==> config.mk <==
export PLATFORM = sky130hd
export DESIGN_NAME = dmm_acq_top
export DESIGN_NICKNAME = d
export VERILOG_FILES = /design/src/common/acq_pkg.sv /design/src/acquisition/sample_acquisition_no_az.sv /design/src/adc/adc_aperture_counter.sv /design/src/sample_fifo.sv /design/src/dmm_acq_top.sv
export SDC_FILE = /design/constraint.sdc
export NUM_CORES = 1
export LEC_CHECK = 0
export BUFFER_PORTS_ARGS = -buffer_cell sky130_fd_sc_hd__buf_4
export CORE_ASPECT_RATIO = 0.8
export CORE_MARGIN = 5
export CORE_UTILIZATION = 55
export CTS_CLUSTER_SIZE = 12
export DETAILED_ROUTE_END_ITERATION = 6
export GPL_TIMING_DRIVEN = 0
export PLACE_DENSITY = 0.75
export SLEW_MARGIN = 20
export SYNTH_ARGS = -nofsm -noshare
export SYNTH_HDL_FRONTEND = slang
export SYNTH_SLANG_ARGS = --single-unit
==> constraint.sdc <==
create_clock -name clk -period 3.4 [get_ports clk]
set_input_delay 1.02 -clock clk [delete_from_list [all_inputs] [get_ports clk]]
set_output_delay 1.02 -clock clk [all_outputs]
set_load 0.1 [all_outputs]
==> src/common/acq_pkg.sv <==
// shared widths, sizes and state encodings for the multimeter acquisition core; import by wildcard.
package acq_pkg;

  //////////////////////////////////////////////////
  // data widths.
  //////////////////////////////////////////////////

  // precharge pause length in clocks, loaded by the sequencer.
  typedef logic [24-1:0] count_t;

  // measured value, the number of comparator-high cycles in one aperture.
  typedef logic [24-1:0] sample_t;

  // sample sequence tag, wraps after 255.
  typedef logic [8-1:0] seq_t;

  //////////////////////////////////////////////////
  // converter aperture.
  //////////////////////////////////////////////////

  // length of the measurement window in clocks.
  localparam int APERTURE_CYCLES = 200;
  localparam int APERTURE_W = $clog2(APERTURE_CYCLES + 1);

  // elapsed cycle counter inside the aperture.
  typedef logic [APERTURE_W-1:0] aperture_t;
  localparam aperture_t APERTURE_END = aperture_t'(APERTURE_CYCLES);

  //////////////////////////////////////////////////
  // sample fifo.
  //////////////////////////////////////////////////

  localparam int FIFO_DEPTH = 4;
  localparam int FIFO_PTR_W = $clog2(FIFO_DEPTH);
  localparam int FIFO_OCC_W = $clog2(FIFO_DEPTH + 1);

  typedef logic [FIFO_PTR_W-1:0] fifo_ptr_t;
  typedef logic [FIFO_OCC_W-1:0] fifo_occ_t;

  // sequencer states, in the order they are normally visited.
  typedef enum logic [1:0] {
    ACQ_IDLE,
    ACQ_LOAD,
    ACQ_PRECHARGE,
    ACQ_MEASURE
  } acq_state_t;

endpackage

==> src/acquisition/sample_acquisition_no_az.sv <==
// free running acquisition sequencer: precharge pause, converter release and result wait.
module sample_acquisition_no_az
  import acq_pkg::*;
(
  input  logic   clk,
  input  logic   reset_n,

  // converter reports a finished aperture.
  input  logic   measure_valid,

  // fifo cannot take another sample.
  input  logic   fifo_full,

  // pause length, sampled once per cycle in ACQ_LOAD.
  input  count_t clk_count_precharge,

  // converter held in reset while low.
  output logic   adc_reset_n,

  // one cycle push strobe towards the fifo.
  output logic   store,

  // status led, blinks on alternate samples.
  output logic   led
);

  //////////////////////////////////////////////////
  // state and pause counter.
  //////////////////////////////////////////////////

  acq_state_t state;
  count_t     clk_count_down;

  // a result is taken only when the fifo has room.
  // otherwise the converter stays released and holds its value.
  logic       accept;

  assign accept = (state == ACQ_MEASURE) && measure_valid && !fifo_full;

  // store fires in the same cycle as the accept, while the result is still frozen.
  assign store = accept;

  //////////////////////////////////////////////////
  // sequencer fsm.
  //////////////////////////////////////////////////

  always_ff @(posedge clk)
  begin
    if (!reset_n)
    begin
      state          <= ACQ_IDLE;
      adc_reset_n    <= 1'b0;
      led            <= 1'b0;
      clk_count_down <= '0;
    end
    else
    begin
      case (state)

        // keep converter in reset, leave on the first clock out of reset.
        ACQ_IDLE:
        begin
          adc_reset_n <= 1'b0;
          state       <= ACQ_LOAD;
        end

        // load the pause and blink the led.
        ACQ_LOAD:
        begin
          clk_count_down <= clk_count_precharge;
          led            <= ~led;
          state          <= ACQ_PRECHARGE;
        end

        // count the pause down to zero, one more cycle is spent on the zero.
        ACQ_PRECHARGE:
        begin
          if (clk_count_down == '0)
          begin
            // release the converter for one aperture.
            adc_reset_n <= 1'b1;
            state       <= ACQ_MEASURE;
          end
          else
          begin
            clk_count_down <= clk_count_down - 1'b1;
          end
        end

        // wait for the result and a free fifo slot.
        ACQ_MEASURE:
        begin
          if (accept)
          begin
            // put converter back in reset and restart the pause.
            adc_reset_n <= 1'b0;
            state       <= ACQ_LOAD;
          end
        end

        default:
        begin
          state <= ACQ_IDLE;
        end

      endcase
    end
  end

endmodule

==> src/adc/adc_aperture_counter.sv <==
// converter controller: counts comparator-high clocks over a fixed aperture after release.
module adc_aperture_counter
  import acq_pkg::*;
(
  input  logic    clk,
  input  logic    reset_n,

  // low holds the counters cleared.
  input  logic    adc_reset_n,

  // sampled comparator output.
  input  logic    comparator,

  // high from the end of the aperture until the converter is reset.
  output logic    measure_valid,

  // number of comparator-high cycles, frozen once the aperture is done.
  output sample_t result
);

  //////////////////////////////////////////////////
  // aperture and high counters.
  //////////////////////////////////////////////////

  // clocks counted so far in the current aperture.
  aperture_t elapsed;

  // comparator-high clocks so far.
  sample_t   high_count;

  // counting runs while released and the window is still open.
  logic      counting;

  // window closed, counters hold.
  logic      done;

  assign done     = (elapsed == APERTURE_END);
  assign counting = adc_reset_n && !done;

  always_ff @(posedge clk)
  begin
    if (!reset_n)
    begin
      elapsed    <= '0;
      high_count <= '0;
    end
    else if (!adc_reset_n)
    begin
      // converter in reset, start over.
      elapsed    <= '0;
      high_count <= '0;
    end
    else if (counting)
    begin
      elapsed    <= elapsed + 1'b1;
      high_count <= high_count + sample_t'(comparator);
    end
  end

  //////////////////////////////////////////////////
  // result flag.
  //////////////////////////////////////////////////

  // rises in the cycle after the last counted clock.
  // drops together with adc_reset_n so the sequencer never sees a stale flag.
  assign measure_valid = adc_reset_n && done;

  // high_count no longer moves once done, so it is the frozen result.
  assign result = high_count;

endmodule

==> src/sample_fifo.sv <==
// sample buffer: tags each pushed sample with a sequence number and offers it over valid/ready.
module sample_fifo
  import acq_pkg::*;
(
  input  logic    clk,
  input  logic    reset_n,

  // push strobe and the converter result.
  input  logic    store,
  input  sample_t store_data,

  // downstream handshake.
  input  logic    sample_ready,

  output logic    fifo_full,
  output logic    sample_valid,
  output sample_t sample_data,
  output seq_t    sample_seq
);

  //////////////////////////////////////////////////
  // storage and pointers.
  //////////////////////////////////////////////////

  sample_t   data_mem [FIFO_DEPTH];
  seq_t      seq_mem  [FIFO_DEPTH];

  fifo_ptr_t wr_ptr;
  fifo_ptr_t rd_ptr;
  fifo_occ_t occupancy;

  // tag for the next pushed sample.
  seq_t      seq_next;

  logic      pop;

  // a transfer on every clock with valid and ready.
  assign pop          = sample_valid && sample_ready;
  assign sample_valid = (occupancy != '0);
  assign fifo_full    = (occupancy == fifo_occ_t'(FIFO_DEPTH));

  // head entry, stable until popped.
  assign sample_data  = data_mem[rd_ptr];
  assign sample_seq   = seq_mem[rd_ptr];

  // entries carry no reset, only pointers do.
  always_ff @(posedge clk)
  begin
    if (store)
    begin
      data_mem[wr_ptr] <= store_data;
      seq_mem[wr_ptr]  <= seq_next;
    end
  end

  always_ff @(posedge clk)
  begin
    if (!reset_n)
    begin
      wr_ptr    <= '0;
      rd_ptr    <= '0;
      occupancy <= '0;
      seq_next  <= '0;
    end
    else
    begin
      if (store)
      begin
        wr_ptr   <= wr_ptr + 1'b1;
        seq_next <= seq_next + 1'b1;
      end
      if (pop)
      begin
        rd_ptr <= rd_ptr + 1'b1;
      end
      // push and pop together leave the occupancy unchanged.
      if (store && !pop)
      begin
        occupancy <= occupancy + 1'b1;
      end
      else if (pop && !store)
      begin
        occupancy <= occupancy - 1'b1;
      end
    end
  end

endmodule

==> src/dmm_acq_top.sv <==
// multimeter front end core: sequencer, aperture converter and sample fifo wired to the pins.
module dmm_acq_top
  import acq_pkg::*;
(
  input  logic       clk,
  input  logic       reset_n,

  // precharge pause length in clocks.
  input  count_t     clk_count_precharge,

  // comparator output from the analog front end.
  input  logic       comparator,

  // sample stream.
  input  logic       sample_ready,
  output logic       sample_valid,
  output sample_t    sample_data,
  output seq_t       sample_seq,

  output logic       led,

  // bit 0 converter released, bit 1 result valid.
  output logic [1:0] monitor
);

  //////////////////////////////////////////////////
  // internal links.
  //////////////////////////////////////////////////

  logic    adc_reset_n;
  logic    measure_valid;
  logic    fifo_full;
  logic    store;
  sample_t result;

  assign monitor = {measure_valid, adc_reset_n};

  // sequencer, runs freely from reset.
  sample_acquisition_no_az u_seq (
    .clk                 (clk),
    .reset_n             (reset_n),
    .measure_valid       (measure_valid),
    .fifo_full           (fifo_full),
    .clk_count_precharge (clk_count_precharge),
    .adc_reset_n         (adc_reset_n),
    .store               (store),
    .led                 (led)
  );

  // converter controller.
  adc_aperture_counter u_adc (
    .clk           (clk),
    .reset_n       (reset_n),
    .adc_reset_n   (adc_reset_n),
    .comparator    (comparator),
    .measure_valid (measure_valid),
    .result        (result)
  );

  // output buffer.
  sample_fifo u_fifo (
    .clk          (clk),
    .reset_n      (reset_n),
    .store        (store),
    .store_data   (result),
    .sample_ready (sample_ready),
    .fifo_full    (fifo_full),
    .sample_valid (sample_valid),
    .sample_data  (sample_data),
    .sample_seq   (sample_seq)
  );

endmodule

# Yosys cells after proc, flatten, opt, wreduce, memory -nomap -nowiden
# Memory sizes are Yosys's and may differ from the RTL's. A register that Yosys moved wholly into a read port is not among the register bits.
# Index checks and enable logic that the tools add are counted.
totals:
  mem_bits_rw: 128
  regBits: 75
  mem_bits_ro: 0
  latchBits: 0
  output_inout_bits: 36
  in_bits: 28
  mem_count: 2
  elab_cells: 66
classes:
  add_sub_neg: 8
  shift: 0
  bitwise_logic: 1
  n_div: 0
  n_reduce_logical: 21
  n_mul: 0
  muxes: 16
  eq_ne: 8
  n_lt_le_gt_ge: 0
mem_list:
  columns: ["memory", "depth", "word_bits", "read_ports", "rd_clocked_by_memory_dff", "write_ports", "line", "text"]
  rows:
  - ["u_fifo.data_mem", 4, 24, 1, 1, 1, "sample_fifo.sv:25", "sample_t data_mem [FIFO_DEPTH];"]
  - ["u_fifo.seq_mem", 4, 8, 1, 1, 1, "sample_fifo.sv:26", "seq_t seq_mem [FIFO_DEPTH];"]
op_table:
  columns: ["operator", "n"]
  rows:
  - ["one-hot mux 24 bit (2 select lines)", 1]
  - ["adder 24 x 1 -> 24 bit", 1]
  - ["logical NOT 24 bit", 1]
  - ["2-to-1 mux 24 bit", 1]
  - ["subtractor 24 x 1 -> 24 bit (second input constant)", 1]
  - ["adder 8 x 1 -> 8 bit (second input constant)", 2]
  - ["2-to-1 mux 2 bit", 6]
  - ["== test 8 bit (second input constant)", 1]
  - ["one-hot mux 2 bit (4 select lines)", 1]
  - ["logical AND 1 bit", 7]
  - ["2-to-1 mux 3 bit", 2]
  - ["AND reduction 2 bit", 3]
  - ["nonzero test 3 bit", 2]
  - ["adder 2 x 1 -> 2 bit (second input constant)", 2]
  - ["== test 2 bit (second input constant)", 2]
  - ["logical NOT 1 bit", 4]
  - ["2-to-1 mux 1 bit", 4]
  - ["inequality test 2 x 1 -> 1 bit (second input constant)", 2]
  - ["nonzero test 2 bit", 2]
  - ["adder 3 x 1 -> 3 bit (second input constant)", 1]
  - ["== test 3 bit (second input constant)", 1]
  - ["one-hot mux 1 bit (3 select lines)", 1]
  - ["AND reduction 3 bit", 1]
  - ["subtractor 3 x 1 -> 3 bit (second input constant)", 1]
  - ["4 further kinds", 4]

# Logic depth before layout (Yosys ltp)
depth:
  ltp_word: 8
  depth_mapped: 11
  ltp_nobuf: 10

# Cells and area by module
# Synthesis repeated with hierarchy kept, for this count alone.
unflattened:
  hier_cells: 659
  hier_area_um2: 8963.6
by_module_without_submodules:
  columns: ["mod", "instances", "cells_per_inst", "seq_area_each_um2", "area_per_inst_um2"]
  rows:
  - ["sample_fifo", 1, 248, 4184.0, 5489.0]
  - ["sample_acquisition_no_az", 1, 228, 560.5, 1879.3]
  - ["adc_aperture_counter", 1, 181, 640.6, 1580.3]
  - ["dmm_acq_top", 1, 2, 0.0, 15.0]

# Worst setup path before layout
# No wires, ideal clock.
synth_timing:
  path_kind: "register to output"
  start: "register with a tool-made name"
  end: "output sample_data[0]"
  t_arrival_ns: 1.896
  required_time_ns: 2.380
  stages_incl_launch_ff: 4
  setup_slack_ns: 0.484
  path_buffers: 2
  path_cell_list: "dfxtp_1 -> clkbuf_1 -> buf_1 -> mux4_2"
synth_rtl:
  columns: ["item", "line", "text"]
  rows:
  - ["to (decl)", "dmm_acq_top.sv:17", "output sample_t sample_data,"]

# Worst setup path after layout
layout_timing:
  start: "register u_adc.elapsed[3]"
  end: "output monitor[1]"
layout_via:
  elab_chain_cells: 2
layout_lines:
  columns: ["item", "line", "text"]
  rows:
  - ["from (decl)", "adc_aperture_counter.sv:26", "aperture_t elapsed;"]
  - ["from (signal assigned)", "adc_aperture_counter.sv:55", "elapsed <= elapsed + 1'b1;"]
  - ["== test 8 bit", "adc_aperture_counter.sv:37", "assign done = (elapsed == APERTURE_END);"]
  - ["logical AND 1 bit", "adc_aperture_counter.sv:66", "assign measure_valid = adc_reset_n && done;"]
  - ["to (decl)", "dmm_acq_top.sv:23", "output logic [1:0] monitor"]
# No other way between the ends.

==> metrics.yaml <==
run_status:
  run_status: "finished clean"
finish:
  nets: 796
  num_antenna_cells: 0
  fin_area_mm2: 0.0103
  syn_to_final_growth_pct: 17.9
  final_core_util: 0.657
  final_cell_mix: "edfxtp_1 (128), dfxtp_1 (77), buf_4 (72), nor2_1 (62), nand2_1 (33)"
  final_common_cell: "edfxtp_1"
  fillers: 1166
  drive_gt1_frac: 0.214
pwr:
  total_power_mw: 6.63
  leakage_nw: 3.19
  peakVddDrop_v: 0.000399
  cellPowerDensity_mw_per_mm2: 645
logic_synthesis:
  ys.flop_type: "edfxtp_1"
  synth_area_leaders: "edfxtp_1 (44%), dfxtp_1 (18%), mux4_2 (8.3%), nor2_1 (2.7%), xnor2_1 (2.3%)"
  synth-seq-cells: 205
  yosysWarnings: 0
  synthesis.nets: 701
  synth_cell_types: 68
  avgSynthCellArea_um2: 13.3
  synth_edf_count: 128
  synth_top_area_frac: 0.441
  yosysTopAreaCell: "edfxtp_1"
  syn_area_mm2: 0.00872
  async_flop_share: 0
  synth_cells: 656
  yosysSeqAreaShare: 0.617
placed_design:
  hpwl_um: 12600
  routabilityCongestion: 0.920
  portBuffers: 62
  dpl_cell_area_mm2: 0.00957
sta:
  timing.final.crit_share: 0.977
  fin_crit_ns: 3.32
  hold_ws_ns: 0.506
  clock_skew_ns: 0.0154
  setup_violations: 0
  hold_violations: 0
  relSlewSlack: 0.432
  fmax_mhz: 301
  worst_pin_slew_ns: 0.844
  drv_slew: 0
critical_path:
  crit_type: "flip-flop to output port"
  critPathCaptureType: "output port"
  cp.arrival_ns: 2.30
  cp-start-kind: "flip-flop"
  cp.required_ns: 2.38
  crit_fanout: 6
clock_tree:
  clkTransAtPathRegs_ns: 0.06
  cts_root_buffer: "clkbuf_16"
  cts_max_level: 1
  numCtsBuffers: 22
  cts_sinks: 205
  clk_path_buf_depth: 3
  cts_tree: "yes"
  hold_buffers: 0
  insertion_delay_ns: 0.50
global_routing:
  grt_max_degree: 20
  grt_pass1_wl_um: 30900
  groute.usage.overall: 0.212
  grt_overflow: 0
  antenna_found_initial: 0
  grt_pass1_vias: 5881
route:
  drtAntennaViolNets: 0
  dr_total_vias: 5757
  wl_um: 18900
  wl_per_cell_um: 19.3
  first_pass_iters: 5
  viasPerCell: 5.86
  drcViolationCount: 0
  drtIter0Drc: 436
die:
  dieArea_mm2: 0.0185
  row_count: 41
  initial_core_util: 0.557
  ios: 64
  core_area_mm2: 0.0156
  die_w_um: 151
  die_h_um: 123
worst_hold_path:
  hp-class: "flip-flop to flip-flop"
run:
  maxCapViolCount: 0
==> critical path: stages, from the launching register on <==
cell	delay, ns
dfxtp_1	0.40
or3b_2	0.45
clkbuf_1	0.24
nor2_4	0.21
and2_1	0.17
buf_4	0.12
buf_6	0.21
==> per-stage QoR <==
step | TNS (ns) | worst slack, ns | instances
floorplan | 0 | 0.484 | 656
global placement | -29.54 | -0.241 | 933
detailed placement | 0 | 0.118 | 937
CTS | 0 | 0.000218 | 977
global route | -0.0308 | -0.0308 | 982
finish | 0 | 0.0782 | 982
==> where the power goes <==
group	internal [mW]	switching, mW	leakage [nW]
sequential	2.75	0.177	1.57
combinational	0.565	0.990	1.29
clock	1.24	0.917	0.322
total	4.55	2.08	3.19
==> cell type report <==
type / count / area [um^2] / area share
sequential: 205 / 5390 / 0.523
multi-input combinational: 397 / 3120 / 0.303
timing repair buffer: 72 / 624 / 0.0607
clock buffer: 34 / 608 / 0.0591
tap: 215 / 269 / 0.0261
buffer: 33 / 164 / 0.0159
inverter: 20 / 75.1 / 0.00730
clock inverter: 6 / 43.8 / 0.00426
==> final timing paths <==
check	cells past startpoint	to	slack, ns	start
setup reg to reg	10	u_fifo.occupancy[2]	0.19	u_adc.elapsed[3]
hold reg to reg	2	u_seq.clk_count_down[13]	0.51	u_seq.clk_count_down[13]
setup / recovery	6	monitor[1]	0.08	u_adc.elapsed[3]
hold / removal	2	u_seq.clk_count_down[13]	0.51	u_seq.clk_count_down[13]
==> sequential cells by signal (all words and copies together), names as in the netlist, named ones only <==
register / flops
u_adc.result: 24
u_seq.state: 2
u_fifo.rd_ptr: 2
u_fifo.seq_next: 8
u_fifo.wr_ptr: 2
u_fifo.seq_mem: 32
u_fifo.data_mem: 96
u_seq.clk_count_down: 24
u_seq.adc_reset_n: 1
u_seq.led: 1
u_fifo.occupancy: 3
u_adc.elapsed: 8
==> kinds of logic after synthesis <==
family | Yosys count | share of synthesized area
AO/OA/AOI/OAI | 105 | 0.0865
XOR/XNOR | 35 | 0.0351
AND/OR/NAND/NOR | 201 | 0.118
multiplexers | 39 | 0.0908
flip-flops | 205 | 0.617
buffers and inverters | 54 | 0.0265
adder cells (fa/ha/maj) | 17 | 0.0252
==> cells in the mapped netlist, types with 5 or more instances <==
master and n:
a21oi_1 25, o211ai_1 5, inv_1 19, buf_1 5
xnor2_1 23, nor2_1 63, or3_1 13, mux4_2 32
ha_1 16, dfxtp_1 77, nor2b_1 6, nand2_1 33
edfxtp_1 128, nand3_1 13, mux2i_1 6, clkbuf_1 22
or4_1 5, xor2_1 12, nor3_1 12, nand2b_1 6
nor4_1 11, nand4_1 11, o21ai_0 22, and2_1 8
==> per-layer routing <==
metal | vias to the layer above | part of all wire | global-route usage
li1 | 2697 | - | -
met1 | 2878 | 0.44 | 0.298
met2 | 150 | 0.49 | 0.351
met3 | 32 | 0.049 | 0.0281
met4 | 0 | 0.022 | 0.0634
met5 | - | 0 | 0
==> repair_timing <==
item | CTS | global route
endpoints found under the setup margin | 31 | 24
pin swaps | 0 | 2
resized for setup | 15 | 4
setup buffers | 0 | 6
No activity file was read; power rests on OpenSTA's default activity.
